[src/design/axi_rd_pkg.sv]
// AXI read slave shared definitions
// Field widths, burst / response / slot state enums, AR and R payload structs

package axi_rd_pkg;

    // -------------------------------------------------------------------
    // Field widths
    // -------------------------------------------------------------------
    parameter int ID_W   = 4;
    parameter int ADDR_W = 16;
    // Must hold at least ID_W + ADDR_W bits
    parameter int DATA_W = 32;
    parameter int LEN_W  = 8;
    parameter int SIZE_W = 3;

    // -------------------------------------------------------------------
    // Enums
    // -------------------------------------------------------------------
    // AXI burst type encoding
    typedef enum logic [1:0] {
        FIXED = 2'b00,
        INCR  = 2'b01,
        WRAP  = 2'b10
    } burst_e;

    // AXI response encoding, only the two codes this slave returns
    typedef enum logic [1:0] {
        OKAY   = 2'b00,
        SLVERR = 2'b10
    } resp_e;

    // Outstanding slot lifecycle
    typedef enum logic [1:0] {
        FREE  = 2'b00,
        FETCH = 2'b01,
        READY = 2'b10,
        SEND  = 2'b11
    } slot_state_e;

    // -------------------------------------------------------------------
    // Channel payloads
    // -------------------------------------------------------------------
    // One AR request
    typedef struct packed {
        logic [ID_W-1:0]   id;
        logic [ADDR_W-1:0] addr;
        logic [LEN_W-1:0]  len;
        logic [SIZE_W-1:0] size;
        burst_e            burst;
    } ar_req_t;

    // One R beat
    typedef struct packed {
        logic [ID_W-1:0]   id;
        logic [DATA_W-1:0] data;
        resp_e             resp;
        logic              last;
    } r_beat_t;

endpackage

[src/design/burst_addr_gen.sv]
// Beat address generator
// FIXED, INCR and WRAP address of one beat of a stored AR request

`timescale 1ns/10ps

module burst_addr_gen (
    input  axi_rd_pkg::ar_req_t           req,
    input  logic [axi_rd_pkg::LEN_W-1:0]  beat_idx,
    output logic [axi_rd_pkg::ADDR_W-1:0] beat_addr
);

    localparam int AW = axi_rd_pkg::ADDR_W;

    // Bytes per beat and bytes per whole burst
    logic [AW-1:0] num_bytes;
    logic [AW-1:0] total_bytes;

    // Start address aligned down to the beat size
    logic [AW-1:0] aligned_addr;
    // Byte offset of beat_idx from the aligned start
    logic [AW-1:0] beat_step;

    // Wrap window
    logic [AW-1:0] wrap_boundary;
    logic [AW-1:0] wrap_offset;

    // -------------------------------------------------------------------
    // Common terms
    // -------------------------------------------------------------------
    assign num_bytes    = AW'(1) << req.size;
    assign total_bytes  = (AW'(req.len) + AW'(1)) << req.size;
    assign aligned_addr = req.addr & ~(num_bytes - AW'(1));
    assign beat_step    = AW'(beat_idx) << req.size;

    // WRAP lengths are 2, 4 or 8 beats, so total_bytes is a power of two
    // and the round-down and the modulo reduce to masks
    assign wrap_boundary = req.addr & ~(total_bytes - AW'(1));
    assign wrap_offset   = (aligned_addr - wrap_boundary + beat_step)
                           & (total_bytes - AW'(1));

    // -------------------------------------------------------------------
    // Address select
    // -------------------------------------------------------------------
    always_comb begin
        unique case (req.burst)
            axi_rd_pkg::FIXED: begin
                beat_addr = req.addr;
            end
            axi_rd_pkg::INCR: begin
                // First beat keeps the unaligned start
                if (beat_idx == '0) begin
                    beat_addr = req.addr;
                end else begin
                    beat_addr = aligned_addr + beat_step;
                end
            end
            axi_rd_pkg::WRAP: begin
                beat_addr = wrap_boundary + wrap_offset;
            end
            default: begin
                beat_addr = req.addr;
            end
        endcase
    end

endmodule

[src/design/ost_slot.sv]
// One outstanding read slot
// Stored request, simulated fetch delay, beat buffer and slot FSM

`timescale 1ns/10ps

module ost_slot #(
    parameter int MAX_BURST_LEN = 8,
    parameter int FETCH_DLY     = 31
) (
    input  logic                clk,
    input  logic                rst_n,
    input  logic                load,
    input  axi_rd_pkg::ar_req_t load_req,
    input  logic                grant,
    input  logic                beat_taken,
    output logic                free,
    output logic                send_req,
    output logic                done_req,
    output axi_rd_pkg::r_beat_t beat
);

    localparam int DW    = axi_rd_pkg::DATA_W;
    localparam int LW    = axi_rd_pkg::LEN_W;
    localparam int BUF_W = (MAX_BURST_LEN > 1) ? $clog2(MAX_BURST_LEN) : 1;
    localparam int DLY_W = $clog2(FETCH_DLY + 1);

    axi_rd_pkg::slot_state_e state;
    axi_rd_pkg::ar_req_t     req_q;

    // Fetch side
    logic [DLY_W-1:0]         fetch_cnt;
    logic [DLY_W-1:0]         fetch_dly;
    logic [LW-1:0]            fetch_idx;
    logic                     fetch_on;
    logic                     fetch_hit;
    logic [axi_rd_pkg::ADDR_W-1:0] fetch_addr;
    logic [DW-1:0]            fetch_data;

    // Beat buffer
    logic [DW-1:0]            buf_data [MAX_BURST_LEN];
    logic [MAX_BURST_LEN-1:0] fetched;

    // Send side
    logic [LW-1:0]            send_cnt;
    logic                     is_last;
    logic                     cur_fetched;

    // -------------------------------------------------------------------
    // Simulated memory fetch
    // -------------------------------------------------------------------
    // Lower IDs see a longer memory delay
    assign fetch_dly = DLY_W'(FETCH_DLY) - DLY_W'(req_q.id);
    assign fetch_hit = fetch_on && (fetch_cnt == DLY_W'(1));

    burst_addr_gen u_addr_gen (
        .req       (req_q),
        .beat_idx  (fetch_idx),
        .beat_addr (fetch_addr)
    );

    // ID next to the beat address, zero-extended
    assign fetch_data = DW'({req_q.id, fetch_addr});

    always_ff @(posedge clk or negedge rst_n) begin
        if (!rst_n) begin
            fetch_on  <= 1'b0;
            fetch_cnt <= '0;
            fetch_idx <= '0;
            fetched   <= '0;
        end else if (load) begin
            fetch_on  <= 1'b1;
            fetch_cnt <= DLY_W'(FETCH_DLY) - DLY_W'(load_req.id);
            fetch_idx <= '0;
            fetched   <= '0;
        end else if (fetch_hit) begin
            fetched[fetch_idx[BUF_W-1:0]] <= 1'b1;
            fetch_idx <= fetch_idx + LW'(1);
            fetch_cnt <= fetch_dly;
            if (fetch_idx == req_q.len) begin
                fetch_on <= 1'b0;
            end
        end else if (fetch_on) begin
            fetch_cnt <= fetch_cnt - DLY_W'(1);
        end
    end

    always_ff @(posedge clk) begin
        if (load) begin
            req_q <= load_req;
        end
        if (fetch_hit) begin
            buf_data[fetch_idx[BUF_W-1:0]] <= fetch_data;
        end
    end

    // -------------------------------------------------------------------
    // Slot FSM and send counter
    // -------------------------------------------------------------------
    always_ff @(posedge clk or negedge rst_n) begin
        if (!rst_n) begin
            state    <= axi_rd_pkg::FREE;
            send_cnt <= '0;
        end else begin
            unique case (state)
                axi_rd_pkg::FREE: begin
                    if (load) begin
                        state    <= axi_rd_pkg::FETCH;
                        send_cnt <= '0;
                    end
                end
                // Only beat 0 is outstanding here
                axi_rd_pkg::FETCH: begin
                    if (fetch_hit) begin
                        state <= axi_rd_pkg::READY;
                    end
                end
                axi_rd_pkg::READY: begin
                    if (grant) begin
                        state <= axi_rd_pkg::SEND;
                    end
                end
                axi_rd_pkg::SEND: begin
                    if (beat_taken) begin
                        send_cnt <= send_cnt + LW'(1);
                        if (is_last) begin
                            state <= axi_rd_pkg::FREE;
                        end
                    end
                end
                default: begin
                    state <= axi_rd_pkg::FREE;
                end
            endcase
        end
    end

    // -------------------------------------------------------------------
    // Status and current beat
    // -------------------------------------------------------------------
    assign is_last     = (send_cnt == req_q.len);
    assign cur_fetched = fetched[send_cnt[BUF_W-1:0]];

    assign free     = (state == axi_rd_pkg::FREE);
    // READY asks for the channel, SEND offers its next beat once fetched
    assign send_req = (state == axi_rd_pkg::READY) ||
                      ((state == axi_rd_pkg::SEND) && cur_fetched);
    assign done_req = (state != axi_rd_pkg::FREE) && is_last;

    always_comb begin
        beat.id   = req_q.id;
        beat.data = buf_data[send_cnt[BUF_W-1:0]];
        beat.last = is_last;
        if (is_last && (&req_q.id)) begin
            beat.resp = axi_rd_pkg::SLVERR;
        end else begin
            beat.resp = axi_rd_pkg::OKAY;
        end
    end

endmodule

[config.mk]
export PLATFORM = sky130hd
export DESIGN_NAME = ost_slot
export DESIGN_NICKNAME = d
export VERILOG_FILES = /design/src/design/axi_rd_pkg.sv /design/src/design/burst_addr_gen.sv /design/src/design/ost_slot.sv
export SDC_FILE = /design/constraint.sdc
export NUM_CORES = 1
export LEC_CHECK = 0
export ABC_AREA = 1
export BUFFER_PORTS_ARGS = -buffer_cell sky130_fd_sc_hd__clkbuf_2
export CORE_MARGIN = 3
export CORE_UTILIZATION = 40
export DETAILED_ROUTE_END_ITERATION = 7
export PLACE_DENSITY = 0.64
export REMOVE_ABC_BUFFERS = 1
export SLEW_MARGIN = 20
export SYNTH_ARGS = -nofsm -noshare
export SYNTH_HDL_FRONTEND = slang
export SYNTH_SLANG_ARGS = --single-unit
[constraint.sdc]
create_clock -name clk -period 5.05 [get_ports clk]
set_clock_uncertainty 0.2 [all_clocks]
set_input_delay 1.2625 -clock clk [delete_from_list [all_inputs] [get_ports clk]]
set_output_delay 1.2625 -clock clk [all_outputs]
set_load 0.03 [all_outputs]
==> impl_results.md <==
- Worst-path fanout max: 8
- Tot GR Track Use: 0.2055
- Fill cell count: ~2900
- Failing checks: negative setup slack
- Standard-cell rows: 66
- Clock sink count: between 200 and 250
- TritonRoute pass-1 iters: 5
- Vias in the first global route: between 10000 and 15000
- Avg Cell Area, Syn: slightly below 9 um2
- Post-synth EDFFs: about 190
- Status: complete, but fails checks
- Final worst slack: -0.1543 ns
- Largest net degree at the start of global routing: 88
- Worst hold path class: flop to flop
- Max Slew Vio Count: 0
- Core footprint: roughly 33000 um2
- First DRT Iteration DRCs: between 800 and 900
- Slew margin rel.: 0.3301
- Vias: around 12000
- Placer Congestion: 0.9595
- Fmax: between 0.15 and 0.2 GHz
- Initial Util: 0.4115
- Crit-path max cell delay: around 0.53 ns
- CTS Buf Count: 25
- Setup WS pre-CTS: -0.4127 ns
- Synthesis-to-layout area growth: 25.10%
- Most used cell, CP: nand2_1
- Die height: 190.1 um
- Cell area after synthesis: about 14000 um2
- Final instance area: 16960 um2
- # hold bufs at CTS: 0
- Post-DP HPWL: 25.26 mm
- GR Overflow Total: 0
- Measured slew at the worst slew-check pin: slightly below 1 ns
- Cells after synthesis: 1559
- CP required: 5.14 ns
- Vias per inst: ~5.2
- Nets@finish: about 1900
- Final cell count without fillers: about 2300
- FF+latch count, synth: between 200 and 250
- CTS tree: yes
- Max IR drop VDD: 0.2514 mV
- CP max-delay cell: fa_1
- Leakage: 7.255 nW
- Ratio of cells with drive above 1 in the final layout: 0.2430
- DIE AREA: 36140 um2
- Pwr dens: 414.6 nW/um2
- Tmin final: 5.204 ns
- CP top delay family: simple AND/OR/NAND/NOR gates
- Synth unique cells: between 50 and 60
- Max Root-Sink Buffers: 3
- Clock Latency Late Sink: between 0.5 and 0.6 ns
- CTS root buffer: clkbuf_16
- Total of max-cap violations: 0
- Antenna violations before repair: 0
- Synth warnings: 0
- Final Util: 0.5148
- First-pass GRT wire length: approximately 60 mm
- WL final: between 30 and 40 mm
- RSZ-0062 raised after global routing: yes
- Total power: roughly 7 mW
- Final hold vios: 0
- Most used DFF post-synth: edfxtp_1
- Port Buffers: 66
- Routed Antenna Nets: 0
- Ant diodes: 0
- Critical path data arrival time: 5.30 ns
- Tcrit/Tclk final: 1.031
- H-tree levels: 1
- CP Buf/Inv Count: 4
- I/O pin count: 80
- Final setup fails: 64
- Area post-placement: approximately 15000 um2
- Startpoint types: flop
- Drc violations: 0
- Async SR Flop Fraction: 0.1422
- Worst Setup End Kind: flop
- Wire per inst: approximately 16 um
- Die Span X: 190.1 um
- Clock transition at path regs: ~0.06 ns
- Dpl cells: around 2100
- Setup CP Type: flop to flop
- Sequential share of the synthesized area: 0.4865
## routing by layer
layer | vias to the layer above | share of wire | global-route usage
li1 | 5744 | - | -
met1 | 5558 | 0.44 | 0.2732
met2 | 294 | 0.47 | 0.3492
met3 | 75 | 0.049 | 0.02672
met4 | 0 | 0.035 | 0.06710
met5 | - | 0 | 0
## power breakdown
group	total, mW	internal (mW)	switching (mW)	leakage (nW)
Combinational	3.15	1.17	1.99	4.71
Sequential	2.20	2.14	0.0574	2.18
Clock	1.68	0.961	0.720	0.362
## through the flow
| step | hold WS, ns | TNS [ns] |
|---|---|---|
| after detailed placement | 0.2804 | -12.80 |
| after global placement | 0.2696 | -5.277 |
| after global routing | 0.3131 | -31.47 |
| after floorplan | 0.2589 | -8.198 |
| final | 0.2924 | -7.207 |
| after CTS | 0.2964 | 0 |
## synth_stat cells, drive strengths merged (4+ instances only)
master | n | area (um2)
nor2 | 281 | 1106
nand2 | 213 | 842.1
inv | 195 | 731.9
edfxtp | 193 | 5796
o21ai | 144 | 735.7
nand3 | 116 | 628.1
a21oi | 64 | 324.1
ha | 49 | 613.1
clkbuf | 46 | 172.7
dfrtp | 32 | 800.8
buf | 29 | 191.4
o22ai | 27 | 168.9
a31oi | 26 | 177.7
xor2 | 25 | 226.5
nor3 | 17 | 85.08
fa | 16 | 320.3
nand4 | 16 | 100.1
xnor2 | 8 | 70.07
or2 | 6 | 37.53
o221ai | 5 | 43.79
a22o | 4 | 35.03
a41oi | 4 | 35.03
nand3b | 4 | 30.03
nor4 | 4 | 25.02
o21a | 4 | 30.03
o21bai | 4 | 33.78
## layout by cell type (no fill, tap or decap), types with 27 or more instances in the layout
cell type / instances
ha_1: 40
inv_1: 186
buf_4: 210
nand2_1: 179
edfxtp_1: 193
o22ai_1: 27
dfrtp_1: 31
nand2_2: 31
o21ai_0: 134
a21oi_1: 56
clkbuf_2: 66
nand3_1: 93
nor2_1: 258
## layout make-up
cell class | instances | area [um2] | share of cell area
clock buffer | 37 | 701.9 | 0.04138
clock inverter | 6 | 45.04 | 0.002656
inverter | 198 | 745.7 | 0.04397
multi-input combinational | 1074 | 6315 | 0.3723
sequential | 225 | 6598 | 0.3890
tap | 442 | 553.0 | 0.03261
timing repair buffer | 283 | 2003 | 0.1181
## sequential cells by signal, indices dropped and copies added (netlist names)
register / cells
beat: 4
fetch_on: 1
fetch_idx: 8
req_q: 29
fetch_cnt: 5
send_cnt: 8
fetched: 8
state: 2
buf_data: 160
## worst reg2reg max path: cells and delay by family (launching register included)
family	cells	cell delay, ns
and+or+nand+nor	15	1.67
adders and majority gates	3	1.16
DFF	1	0.50
buffers and inverters	4	0.42
xor gates and xnor gates	1	0.15
AOI/OAI and AO/OA	5	0.85
## final timing paths
kind,cells after the start,from,endpoint,slack (ns)
min reg2reg,2,fetched[2],fetched[2],0.29
min,2,fetched[2],fetched[2],0.29
min in group asynchronous,1,rst_n,send_cnt[7],0.60
max in group asynchronous,1,rst_n,send_cnt[0],3.48
max,28,req_q[7],buf_data[5][11],-0.15
max reg2reg,28,req_q[7],buf_data[5][11],-0.15
## cell families (layout without fill, tap and decap cells)
logic type | count (synthesis) | in the layout | share of synthesized area
buffers and inverters | 273 | 524 | 0.08167
multiplexers | 2 | 2 | 0.001477
other | 1 | 14 | 0.0002766
AO/OA/AOI/OAI | 296 | 296 | 0.1252
XOR/XNOR | 33 | 33 | 0.02187
AND/OR/NAND/NOR | 664 | 664 | 0.2141
adder cells (fa/ha/maj) | 65 | 65 | 0.06884
flip-flops | 225 | 225 | 0.4865
## repair_timing
action / CTS / global route
endpoints found under the setup margin: 64 / 88
setup buffers: 64 / 10
pin swaps: 23 / 16
gates cloned: 0 / 0
gates resized for setup: 73 / 19
Power figures use the tool's default switching activity.
